[src/source/cache_control.sv]
// Cache controller FSM: serves hits in CHECK, then sequences writeback and fill on a miss.
// All outputs are decoded from the current state and the live inputs.

`timescale 1ns/1ps

module cache_control (
	input  logic clk_i,
	input  logic rst_n_i,

	// cpu strobes
	input  logic mem_read_i,
	input  logic mem_write_i,

	// datapath status
	input  logic hit_i,
	input  logic victim_dirty_i,

	// memory handshake
	input  logic pmem_resp_i,

	output logic mem_resp_o,
	output logic cpu_write_en_o,
	output logic lru_update_o,
	output logic fill_en_o,
	output logic writeback_sel_o,
	output logic pmem_read_o,
	output logic pmem_write_o
);

	typedef enum logic [1:0] {
		CHECK,     // idle or serving a hit
		WRITEBACK, // dirty victim goes out to memory
		FILL       // missing line comes in from memory
	} state_t;

	state_t state_q;
	state_t state_d;
	logic   req;   // cpu has a request pending

	assign req = mem_read_i | mem_write_i;

	// ~~~~~~~~~~~~~~~~~~~~~~~~~~~~~~~~~~~~~~~
	// state register
	// ~~~~~~~~~~~~~~~~~~~~~~~~~~~~~~~~~~~~~~~

	always_ff @(posedge clk_i or negedge rst_n_i) begin
		if (!rst_n_i) begin
			state_q <= CHECK;
		end else begin
			state_q <= state_d;
		end
	end

	// ~~~~~~~~~~~~~~~~~~~~~~~~~~~~~~~~~~~~~~~
	// next state and outputs
	// ~~~~~~~~~~~~~~~~~~~~~~~~~~~~~~~~~~~~~~~

	always_comb begin
		state_d         = state_q;
		mem_resp_o      = 1'b0;
		cpu_write_en_o  = 1'b0;
		lru_update_o    = 1'b0;
		fill_en_o       = 1'b0;
		writeback_sel_o = 1'b0;
		pmem_read_o     = 1'b0;
		pmem_write_o    = 1'b0;

		unique case (state_q)
			CHECK: begin
				if (req && hit_i) begin
					mem_resp_o     = 1'b1;        // zero wait hit
					lru_update_o   = 1'b1;
					cpu_write_en_o = mem_write_i; // write lands at this edge
				end else if (req) begin
					// miss, victim decides whether a writeback comes first
					state_d = victim_dirty_i ? WRITEBACK : FILL;
				end
			end

			WRITEBACK: begin
				pmem_write_o    = 1'b1;       // held until memory answers
				writeback_sel_o = 1'b1;       // address from victim tag
				if (pmem_resp_i) begin
					state_d = FILL;
				end
			end

			FILL: begin
				pmem_read_o = 1'b1;           // cpu address, line aligned
				if (pmem_resp_i) begin
					fill_en_o = 1'b1;         // rdata valid this cycle only
					state_d   = CHECK;        // next cycle is a hit
				end
			end

			default: begin
				state_d = CHECK;
			end
		endcase
	end

endmodule : cache_control

[config.mk]
export PLATFORM = sky130hd
export DESIGN_NAME = cache_control
export DESIGN_NICKNAME = d
export VERILOG_FILES = /design/src/source/cache_control.sv
export SDC_FILE = /design/constraint.sdc
export NUM_CORES = 1
export LEC_CHECK = 0
export ABC_AREA = 1
export BUFFER_PORTS_ARGS = -buffer_cell sky130_fd_sc_hd__clkbuf_2
export CAP_MARGIN = 20
export CORE_AREA = 5 5 42 44
export CTS_BUF_LIST = sky130_fd_sc_hd__clkbuf_16
export CTS_CLUSTER_DIAMETER = 100
export DETAILED_ROUTE_END_ITERATION = 10
export DIE_AREA = 0 0 47 49
export MAX_ROUTING_LAYER = met4
export SLEW_MARGIN = 5
export SYNTH_ARGS = -nofsm -noshare
export SYNTH_HDL_FRONTEND = slang
export SYNTH_SLANG_ARGS = --single-unit
export TNS_END_PERCENT = 30
[constraint.sdc]
create_clock -name clk_i -period 1.5 [get_ports clk_i]
set_input_delay 0.15 -clock clk_i [delete_from_list [all_inputs] [get_ports clk_i]]
set_output_delay 0.15 -clock clk_i [all_outputs]
set_load 0.01 [all_outputs]
==> impl_metrics.json <==
{
  "root_buffer": "clkbuf_16",
  "layout.cells.most_common": "clkbuf_2",
  "diodes": 0,
  "grt_max_degree": 6,
  "worst_path_max_delay_cell": "dfrtp_1",
  "worst_slew_pin_slew_ps": 162,
  "dr_wl_met3_um": 41,
  "dpl.hpwl_um": 388,
  "layout.nets": 56,
  "syn_inst": 32,
  "path_cells": "nor2_1 > nand2_1 > nor2_1 > clkbuf_2",
  "insertion_delay_ps": 220,
  "cts_buffers": 3,
  "holdWs_ps": 219,
  "n_fill_cell": 163,
  "port_buffers": 13,
  "yosysWarnings": 0,
  "final_hold_viol_count": 0,
  "maxCapViolations": 0,
  "dr.pass1.iters": 4,
  "die_area_mm2": 0.00230,
  "slew_violations": 0,
  "syn_to_final_growth_pct": 88.6,
  "cts_max_path_buffers": 2,
  "path_clk_slew_ps": 30,
  "post-cts-setup-buffers": 0,
  "grt_pass1_vias": 191,
  "ys_types": 9,
  "netlist_top_cells_area": "dfrtp_1, nand2_1, inv_1",
  "grt_overflow": 0,
  "netlist_area_um2": 175,
  "skew_ps": 3.10,
  "critPathKind": "flip-flop to primary output",
  "syn-num-nets": 39,
  "multiInputGateArea_um2": 83.8,
  "vias": 217,
  "fin_cells": 63,
  "critPathTopFamily": "flip-flops",
  "final_cell_mix": "clkbuf_2, nand2_1, nor2_1, inv_1, clkbuf_16",
  "wl_met1_um": 201,
  "p_leak_uw": 0.000212,
  "ff_latch_area_um2": 50.0,
  "syn_avg_cell_area_um2": 5.47,
  "grt_use_total_pct": 5.71,
  "routabilityCongestion": 0.768,
  "core_area_mm2": 0.00140,
  "synth_top_cell_by_area": "dfrtp_1",
  "ys_ff_latch": 2,
  "setup-violations-final": 0,
  "initial_core_util_pct": 12.5,
  "critPathArrivalTime_ps": 1150,
  "fp.dieW_um": 47,
  "timing.slew.headroom_pct": 89.2,
  "drc": 0,
  "path_max_fanout": 5,
  "antenna_left": 0,
  "seq_area_frac_synth_pct": 28.6,
  "fin_crit_sh_pct": 87.0,
  "grt_pass1_wl_um": 841,
  "vias_per_cell": 3.44,
  "fin_tns_setup_ps": 0,
  "largest_register_ffs": 2,
  "antenna_found_initial": 0,
  "cts.sinks": 2,
  "top_level_ports": 14,
  "drive_gt1_share_pct": 36.2,
  "reg_top3": "state_q x2",
  "top_register": "state_q",
  "std_cell_rows": 14,
  "fp.dieH_um": 49,
  "crit_required_ps": 1350,
  "max_freq_mhz": 767,
  "worst-path-buf-inv": 1,
  "htree_levels": 1,
  "wl_met2_um": 241,
  "dp_cells": 59,
  "status": "complete, no violations",
  "wire_per_inst_um": 7.68,
  "initialDrtViolationCount": 9,
  "yosysTopAreaCellShare_pct": 28.6,
  "end_kind": "primary output",
  "postCtsResizedCells": 0,
  "hold_path.class": "input pin to flip-flop",
  "cp-start-kind": "flip-flop",
  "cpMostUsedCell": "nor2_1",
  "drt_wl_total_um": 484,
  "period_needed_ps": 1300,
  "cts_tree": "done",
  "worst_path_largest_cell_delay_ps": 410,
  "rsz0062_at_grt": "false",
  "powerDensity_mw_per_mm2": 2310,
  "maxUsedRoutingLayer": "met3",
  "ir_drop_v": 0.000922
}
## synth_stat cells, drive strengths merged
cell and count:
nor2 6, dfrtp 2, inv 7, o21ai 1
a21oi 1, nand2 11, buf 2, nand3 2
## final timing paths
path	start	end	slack, ps	depth (start not counted)
worst max-delay path	state_q[1]	mem_resp_o	200	4
worst min-delay path	pmem_resp_i	state_q[1]	220	4
worst max register to register	state_q[0]	state_q[1]	570	6
worst min register to register	state_q[1]	state_q[0]	630	3
max in group asynchronous	rst_n_i	state_q[0]	1150	2
min in group asynchronous	rst_n_i	state_q[1]	250	2
## logic make-up after synthesis
family | after synthesis | share of synthesized area [%]
compound gates | 2 | 5.71
flops | 2 | 28.6
buf+inv | 9 | 23.6
simple gates | 19 | 42.1
## cell type report
cell class              count  area share [%]
repair buffers             14            22.7
multi-input cells          21            25.4
inverters                   7            7.95
flip-flops and latches      2            15.2
clock buffers               3            22.7
well taps                  16            6.06
## power breakdown
group	leakage [uW]	internal [uW]	switching (uW)	total, uW
combinational	0.000149	99.5	160	260
sequential	0.0000256	79.3	25.1	104
clock	0.0000370	339	58.9	398
total	0.000212	518	244	762
## metrics by stage
stage	power, uW	cell area, um2	setup WS, ps	utilization (%)
after global routing	817	330	147	23.6
after CTS	777	330	182	23.6
final	762	330	196	23.6
after detailed placement	364	245	419	17.5
after global placement	362	245	431	17.5
after floorplan	293	175	380	-
## metal layers
| metal | track usage, % | up-vias |
|---|---|---|
| met2 | 6.56 | 10 |
| li1 | - | 122 |
| met1 | 6.39 | 85 |
| met5 | - | - |
| met4 | 5.53 | 0 |
| met3 | 3.32 | 0 |
## worst min-delay path, stage by stage
cell and delay [ps]:
clkbuf_2 70, inv_1 60, nand2_1 60, nand2_1 50
## repair_timing
item                                    4_1_cts  5_1_grt
hold buffers                                  1        0
hold endpoints to repair                      2        0
endpoints found under the setup margin        0        0
(Power assumes the default switching activity.)
