--- config.mk ---
export PLATFORM = sky130hd
export DESIGN_NAME = bus_adapter
export DESIGN_NICKNAME = d
export VERILOG_FILES = /design/src/source/l2_cache_pkg.sv /design/src/source/bus_adapter.sv
export SDC_FILE = /design/constraint.sdc
export NUM_CORES = 1
export LEC_CHECK = 0
export BUFFER_PORTS_ARGS = -buffer_cell sky130_fd_sc_hd__buf_2
export CAP_MARGIN = 10
export CELL_PAD_IN_SITES_DETAIL_PLACEMENT = 1
export CELL_PAD_IN_SITES_GLOBAL_PLACEMENT = 1
export CORE_AREA = 2 2 249 251
export DETAILED_ROUTE_END_ITERATION = 10
export DIE_AREA = 0 0 251 253
export PLACE_DENSITY = 0.38
export SYNTH_ARGS = -nofsm -noshare
export SYNTH_HDL_FRONTEND = slang
export SYNTH_SLANG_ARGS = --single-unit
--- constraint.sdc ---
create_clock -name vclk -period 2
set_clock_uncertainty 0.1 [all_clocks]
set_input_delay 0.4 -clock vclk [all_inputs]
set_output_delay 0.4 -clock vclk [all_outputs]
set_load 0.02 [all_outputs]
--- src/source/l2_cache_pkg.sv ---
// Cache geometry and shared data types for the two-way L2 cache.
// Referenced by scoped names from every RTL block of the cache.

package l2_cache_pkg;

	// ~~~~~~~~~~~~~~~~~~~~~~~~~~~~~~~~~~~~~~~
	// geometry
	// ~~~~~~~~~~~~~~~~~~~~~~~~~~~~~~~~~~~~~~~

	localparam int ADDR_W     = 32;                          // byte address width
	localparam int OFFSET_W   = 5;                           // byte offset inside a line
	localparam int INDEX_W    = 3;                           // set select bits
	localparam int TAG_W      = ADDR_W - INDEX_W - OFFSET_W; // upper address bits
	localparam int NUM_SETS   = 2 ** INDEX_W;                // sets per way

	localparam int WORD_W     = 32;                          // cpu data width
	localparam int BE_W       = WORD_W / 8;                  // one enable per byte

	localparam int LINE_BYTES = 2 ** OFFSET_W;               // bytes per line, also mask width
	localparam int LINE_W     = 8 * LINE_BYTES;              // bits per line

	// ~~~~~~~~~~~~~~~~~~~~~~~~~~~~~~~~~~~~~~~
	// types
	// ~~~~~~~~~~~~~~~~~~~~~~~~~~~~~~~~~~~~~~~

	typedef logic [ADDR_W-1:0]     addr_t;      // byte address
	typedef logic [WORD_W-1:0]     word_t;      // cpu word
	typedef logic [BE_W-1:0]       be_t;        // cpu byte enable
	typedef logic [INDEX_W-1:0]    index_t;     // set number
	typedef logic [TAG_W-1:0]      tag_t;       // stored tag
	typedef logic [LINE_W-1:0]     line_t;      // full cache line
	typedef logic [LINE_BYTES-1:0] line_mask_t; // per byte write mask of a line

	// address layout, msb first:
	//   [31:8] tag, [7:5] index, [4:0] offset
	// word inside a line comes from offset bits 4 to 2

endpackage : l2_cache_pkg

--- src/source/bus_adapter.sv ---
// Converts between CPU words and cache lines.
// Builds write line and byte mask from the word, picks the addressed word from the hit line.

`timescale 1ns/1ps

module bus_adapter (
	input  l2_cache_pkg::addr_t      mem_address_i,
	input  l2_cache_pkg::word_t      mem_wdata_i,
	input  l2_cache_pkg::be_t        mem_byte_enable_i,
	input  l2_cache_pkg::line_t      hit_line_i,
	output l2_cache_pkg::line_t      cpu_wline_o,
	output l2_cache_pkg::line_mask_t cpu_line_mask_o,
	output l2_cache_pkg::word_t      mem_rdata_o
);

	localparam int WORDS = l2_cache_pkg::LINE_W / l2_cache_pkg::WORD_W;  // slots per line

	logic [l2_cache_pkg::OFFSET_W-3:0] word_sel;   // offset bits 4 to 2

	assign word_sel = mem_address_i[l2_cache_pkg::OFFSET_W-1:2];

	// same word in every slot, the mask picks the live one
	assign cpu_wline_o = {WORDS{mem_wdata_i}};

	// byte enable moved to the slot's byte lanes
	assign cpu_line_mask_o = l2_cache_pkg::line_mask_t'(mem_byte_enable_i) << {word_sel, 2'b00};

	assign mem_rdata_o = hit_line_i[word_sel*l2_cache_pkg::WORD_W +: l2_cache_pkg::WORD_W];

endmodule : bus_adapter

==> run metrics, run 1 <==
M2 GR Usage 11.0%; final hold viol count 0; synth unique cells 12; Site Rows 91; PwrDens 231 nW/µm²; CP most frequent cell buf_12; post-placement cell count 1298; Area contributors post-synth buf_4, mux4_1, mux4_2; Avg WL per Cell 15.2 µm; area delta synth->final 33.4%; sequential fraction of the synthesis area 0%; Critical path origin mem_address_i[2]; peak supply drop 0.0776 mV; CP required 1.50 ns; final setup margin -0.272 ns; cell internal pwr 0.771 mW; Max-slew headroom 78.8%; GRT busiest layer met2; final setup vio count 32; Final Cycle Share 114%; first-pass GRT wire length 27100 µm; outcome complete, but fails checks; grt met1 use 6.29%; initial antenna violation count 5; Die Height 253 µm; DR pass1 iterations 4; Net Switching 0.535 mW; total track usage 5.85%; worst path bufs/invs 4; DP Wirelength 16800 µm; Cells after Synth 419; Final GP Congestion 0.793; Final min period 2.27 ns; WL final 19900 µm; vias in the first global route 3911; vias post-DR 3265; Crit Path Max Fanout 6; Power, Total 1.31 mW; sequential cells 0; port buffer count 327; Avg Cell Area, Syn 10.1 µm²; vias per std cell 2.49; drc violations 0; max incr delay on CP 0.57 ns; fmax 440 MHz; nets 844; register share of total power 0%; Sequential Area 0 µm²; CP cell instances buf_12 > clkbuf_16 > buf_12 > mux4_2 > mux2_4 > buf_6; Net Sw Frac 41.0%; critical path class primary input to primary output; Die Width 251 µm; RSZ-0062 raised after global routing true; WP depth 6; die area 63500 µm²; Congestion Overflow GR 0; CTS Hold Bufs 0; failing checks setup timing; CP max stage cell mux4_2; largest net degree at the start of global routing 18; CP Capture Type primary output; Synth warnings 0; Max-Cap Viols 0; final cell count without fillers 1310; initial core utilization 6.93%; pre-CTS setup slack -0.345 ns; Detailed Route Iter0 Violations 103; Critical Path End mem_rdata_o[4]; core region area 61000 µm²; LEAKAGE 2.51 nW; Slew Limit Fails 0; hold crit path type primary input to primary output; Synth area leader buf_4; # clk buffers 0; Setup TNS Final -6.48 ns; syn_nets 743; Post-Syn Area 4230 µm²; met3 usage 1.51%; CP delay by family, top multiplexers; share of cells above drive strength 1 92.3%; Final Instance Area 5640 µm²; combinational power share 100.0%; Setup crit start kind primary input; IO Pins 644; Data arrival, critical path 1.77 ns; Routed Antenna Nets 0; Worst Max-Slew Pin Slew 0.318 ns; placed inst area 5280 µm²; share of the synthesized area in the top cell type 46.0%; part of the power in the clock network 0%
==> worst min-delay path by stage <==
stage          cells past startpoint                to       startpoint
4_1_cts                            0  cpu_wline_o[108]  mem_wdata_i[12]
2_1_floorplan                      1    cpu_wline_o[0]   mem_wdata_i[0]
3_3_place_gp                       0  cpu_wline_o[108]  mem_wdata_i[12]
5_1_grt                            0  cpu_wline_o[116]  mem_wdata_i[20]
6_report                           0  cpu_wline_o[104]   mem_wdata_i[8]
3_5_place_dp                       0  cpu_wline_o[108]  mem_wdata_i[12]
==> logic make-up after synthesis <==
kind of cell / after synthesis / share of synthesized area [%]
buffers and inverters: 279 / 49.2
multiplexers: 96 / 46.5
AND/OR/NAND/NOR: 44 / 4.32
==> power groups by stage <==
stage | Clock (mW) | Combinational [mW] | Sequential [mW]
final | 0.000000135 | 1.31 | 0
after global routing | 0.000000134 | 1.40 | 0
after CTS | 0 | 1.27 | 0
after detailed placement | 0 | 1.13 | 0
after global placement | 0 | 1.12 | 0
after floorplan | 0 | 1.34 | 0
==> layer usage <==
metal	share of wire, %	up-vias
li1	-	1417
met1	37	1529
met2	51	271
met3	8.9	48
met4	3.0	0
met5	0	-
==> stage by stage <==
step	utilization [%]	hold slack (ns)
global route	9.25	0.700
floorplan	-	0.813
detailed placement	8.66	0.701
CTS	9.04	0.701
finish	9.25	0.700
global placement	8.66	0.701
==> cell usage in the layout (no fill, tap or decap) <==
| master | count |
|---|---|
| mux2_2 | 2 |
| nor2_2 | 5 |
| nand2b_1 | 2 |
| buf_8 | 4 |
| mux4_1 | 6 |
| mux2_4 | 30 |
| clkbuf_16 | 2 |
| buf_16 | 2 |
| nand2_1 | 5 |
| buf_2 | 289 |
| nor2_1 | 27 |
| diode_2 | 2 |
| mux4_2 | 58 |
| buf_4 | 37 |
| nand2b_4 | 3 |
| nand2b_2 | 1 |
| or2_4 | 1 |
| buf_12 | 12 |
| buf_6 | 32 |
==> synth_stat cells <==
cell type and instances:
or2_2 1, mux4_2 20, buf_6 6, mux4_1 44, buf_4 259, nand2_1 5
buf_8 1, nor2_1 32, nand2b_1 6, clkbuf_1 10, buf_2 3, mux2_2 32
==> area by class of cell <==
cell class | count | area, µm²
antenna | 2 | 5.00
multi-input combinational | 140 | 2160
timing repair buffer | 378 | 2490
tap | 790 | 988
fill | 7339 | 55400
==> what timing repair did <==
action,4_1_cts,5_1_grt
gates cloned,3,2
endpoints found under the setup margin,40,43
hold endpoints to repair,0,0
gates resized for setup,79,57
setup buffers,5,1
(Power assumes the default switching activity.)
==> run 2, diff against run 1 <==
--- a/config.mk
+++ b/config.mk
@@ -8,3 +8,3 @@
 export BUFFER_PORTS_ARGS = -buffer_cell sky130_fd_sc_hd__buf_2
-export CAP_MARGIN = 10
+export CAP_MARGIN = 15
 export CELL_PAD_IN_SITES_DETAIL_PLACEMENT = 1
==> constraint.sdc (replaced) <==
create_clock -name vclk -period 2
set_clock_uncertainty 0.1 [all_clocks]
set_input_delay 0.1 -clock vclk [all_inputs]
set_output_delay 0.1 -clock vclk [all_outputs]
set_load 0.02 [all_outputs]
==> run 2 against run 1 <==
The flow now finishes without violations. Worst setup slack gained 0.51 ns. Via count is 1.5% lower. Hold slack got worse by 0.60 ns. Total power decreased by 24%. Die area unchanged. Utilization shrank 1.2 points. Global-route usage fell by 0.53 points. Sequential share of layout area did not move. Combinational power down 25%. Critical path depth is 1 lower. Design area shrank 13%. Largest cell class is now multi-input gates. Largest power group unchanged.
==> run metrics, run 2 (same netlist as run 1, synthesis figures left out) <==
outcome finished, final reports clean; hold crit path type primary input to primary output; first-pass GRT wire length 25100 µm; final setup vio count 0; Hold Path Cell Cnt 0; Max-Cap Viols 0; RSZ-0062 raised after global routing false; grt met1 use 5.32%; sequential cells 0; Setup crit start kind primary input; Final GP Congestion 0.841; Max-slew headroom 74.0%; commonest non-fill, non-tap cells in the layout buf_2, mux4_1, mux2_2, nor2_1, mux4_2; Site Rows 91; post-placement cell count 1266; PwrDens 201 nW/µm²; vias per std cell 2.54; port buffer count 327; share of cells above drive strength 1 81.7%; CTS Hold Bufs 0; Congestion Overflow GR 0; peak supply drop 0.0967 mV; initial core utilization 6.93%; largest net degree at the start of global routing 69; drc violations 0; vias in the first global route 3767; Avg WL per Cell 14.4 µm; # clk buffers 0; Final Cycle Share 88.1%; number of post-CTS setup repair buffers 0; DP Wirelength 16200 µm; area delta synth->final 15.7%; Crit Path Max Fanout 35; initial antenna violation count 3; Detailed Route Iter0 Violations 75; total track usage 5.32%; Data arrival, critical path 1.56 ns; M2 GR Usage 9.96%; number of fill cells 7379; Die Height 253 µm; die area 63500 µm²; Power, Total 0.985 mW; GRT busiest layer met2; DR pass1 iterations 6; critical path class primary input to primary output; cts repair resizes 0; LEAKAGE 2.18 nW; multi-input combinational cell area 2150 µm²; vias post-DR 3215; Sequential Area 0 µm²; Net Switching 0.452 mW; CP Capture Type primary output; Slew Limit Fails 0; cell internal pwr 0.534 mW; Die Width 251 µm; hold endpoint cpu_wline_o[48]; commonest non-fill, non-tap cell in the layout buf_2; Worst Max-Slew Pin Slew 0.390 ns; register share of total power 0%; met3 usage 1.67%; Final min period 1.76 ns; IO Pins 644; Net Sw Frac 45.8%; WL final 18200 µm; final hold viol count 0; combinational power share 100.0%; Setup TNS Final 0 ns; Routed Antenna Nets 0; fmax 567 MHz; core region area 61000 µm²; n_diodes 0; nets 802; part of the power in the clock network 0%; final cell count without fillers 1266; CP required 1.80 ns; worst hold start mem_wdata_i[16]
==> run 2: cell types whose count changed in the layout (fill, tap and decap cells not counted), sizes merged <==
cell	delta
buf	-40
diode	-2
clkbuf	-2
==> run 2: metal layers <==
layer	share of wire, %	wire, µm	vias up
met4	5.1	927	4
met2	50	9080	280
met1	35	6300	1490
li1	-	-	1362
met5	0.17	30	-
met3	10	1830	79
==> run 2: worst max-delay path, stage by stage <==
cell    delay, ns
buf_4        0.12
buf_12       0.23
mux4_1       0.58
mux2_2       0.31
buf_2        0.17
==> run 2: worst max path at each step <==
stage                     startpoint               to
floorplan           mem_address_i[2]   mem_rdata_o[2]
global placement    mem_address_i[2]  mem_rdata_o[28]
detailed placement  mem_address_i[2]  mem_rdata_o[28]
CTS                 mem_address_i[2]  mem_rdata_o[28]
global route        mem_address_i[2]  mem_rdata_o[28]
finish              mem_address_i[2]  mem_rdata_o[28]
==> run 2: power by group through the flow <==
stage | combinational, mW | clock (mW) | sequential (mW)
2_1_floorplan | 1.29 | 0 | 0
3_3_place_gp | 1.00 | 0 | 0
3_5_place_dp | 1.01 | 0 | 0
4_1_cts | 1.01 | 0 | 0
5_1_grt | 1.06 | 0 | 0
6_report | 0.985 | 0 | 0
==> run 2: metrics by stage <==
stage / cell area [µm²] / hold WS [ns] / util (%) / setup WS (ns)
2_1_floorplan: 4230 / 0.213 / - / 0.554
3_3_place_gp: 4890 / 0.101 / 8.02 / 0.218
3_5_place_dp: 4890 / 0.101 / 8.02 / 0.214
4_1_cts: 4890 / 0.101 / 8.02 / 0.214
5_1_grt: 4890 / 0.100 / 8.02 / 0.185
6_report: 4890 / 0.100 / 8.02 / 0.237
==> run 2: cell type report <==
type                       instances  area share (%)
multi-input combinational        140            43.9
tap                              790            20.2
timing repair buffer             336            35.9
==> run 3, diff against run 2 <==
- PLACE_DENSITY: 0.38 -> 0.37
==> run 3 against run 2 <==
Design area increased by 0.87%. Cell count grew 0.47%. Wire length increased by 0.15%. Clock-buffer cell count did not move. Non-clock buffer count is 3 higher. Utilization up 0.070 points. Hold slack is essentially flat. Global-route usage is essentially flat. Critical endpoint is now mem_rdata_o[12].
==> run metrics, run 3 (same netlist as run 1, synthesis figures left out) <==
Die Width 251 µm; Slew Limit Fails 0; final setup vio count 0; total track usage 5.35%; nets 805; DP Wirelength 16600 µm; Final min period 1.88 ns; Max Used Layer met5; final hold viol count 0; Die Height 253 µm; commonest non-fill, non-tap cell in the layout buf_2; number of fill cells 7367; CP Capture Type primary output; Final Instance Area 4940 µm²; met2 wire len 9940 µm; # clk buffers 0; commonest non-fill, non-tap cells in the layout buf_2, mux4_1, mux2_2, nor2_1, mux4_2; Final Cycle Share 93.8%; core region area 61000 µm²; area delta synth->final 16.7%; outcome finished, final reports clean; share of cells above drive strength 1 81.8%; Setup TNS Final 0 ns; Data arrival, critical path 1.68 ns; met3 wire length 1770 µm; LEAKAGE 2.20 nW; sequential cells 0; Sequential Area 0 µm²; vias in the first global route 3827; Detailed Route Iter0 Violations 63; met1 wire length 5710 µm; initial antenna violation count 6; pre-CTS setup slack 0.124 ns; IO Pins 644; initial core utilization 6.93%; Crit Path Max Fanout 20; hold crit path type primary input to primary output; fmax 533 MHz; vias post-DR 3181; peak supply drop 0.0816 mV; CP required 1.80 ns; WL final 18200 µm; cts repair resizes 0; placed inst area 4930 µm²; Final GP Congestion 0.832; CTS Hold Bufs 0; first-pass GRT wire length 25400 µm; die area 63500 µm²; Congestion Overflow GR 0; Max-slew headroom 67.4%; Max-Cap Viols 0; final setup margin 0.123 ns; hold_ws 0.100 ns; critical path class primary input to primary output; Setup crit start kind primary input; Routed Antenna Nets 0; RSZ-0062 raised after global routing false; DR pass1 iterations 4; PwrDens 203 nW/µm²; port buffer count 327; largest net degree at the start of global routing 36; Avg WL per Cell 14.3 µm; Worst Max-Slew Pin Slew 0.488 ns; drc violations 0; number of post-CTS setup repair buffers 0; vias per std cell 2.50; Site Rows 91
run 3: final timing paths:
check	cells after the start	endpoint	slack, ns	start
max	5	mem_rdata_o[12]	0.12	mem_address_i[2]
min	0	cpu_wline_o[151]	0.10	mem_wdata_i[23]
run 3: per-stage QoR:
stage / util (%) / power [mW] / cells
6_report: 8.09 / 1.00 / 1272
5_1_grt: 8.09 / 1.09 / 1271
4_1_cts: 8.08 / 1.04 / 1269
3_5_place_dp: 8.08 / 1.03 / 1269
3_3_place_gp: 8.08 / 1.03 / 1269
2_1_floorplan: - / 1.29 / 419
run 3: routing by layer:
| metal | vias up | GRT usage (%) |
|---|---|---|
| met4 | 2 | 2.19 |
| met5 | - | 0 |
| met2 | 262 | 10.9 |
| li1 | 1376 | - |
| met3 | 75 | 1.51 |
| met1 | 1466 | 4.88 |
run 3: worst max-delay path, stage by stage:
cell and delay (ns):
buf_4 0.24, buf_12 0.23, mux4_1 0.63, mux2_2 0.30
buf_2 0.16
run 3: layout make-up:
cell class / instances / area [µm²] / share of cell area (%)
multi-input combinational: 140 / 2150 / 43.5
antenna: 3 / 7.51 / 0.152
timing repair buffer: 339 / 1790 / 36.3
tap: 790 / 988 / 20.0
run 3: report_power, final:
part	internal (mW)	switching [mW]	total, mW	leakage (nW)
combinational	0.540	0.464	1.00	2.20
sequential	0	0	0	0
clock	0.000000201	0	0.000000201	0.0000190
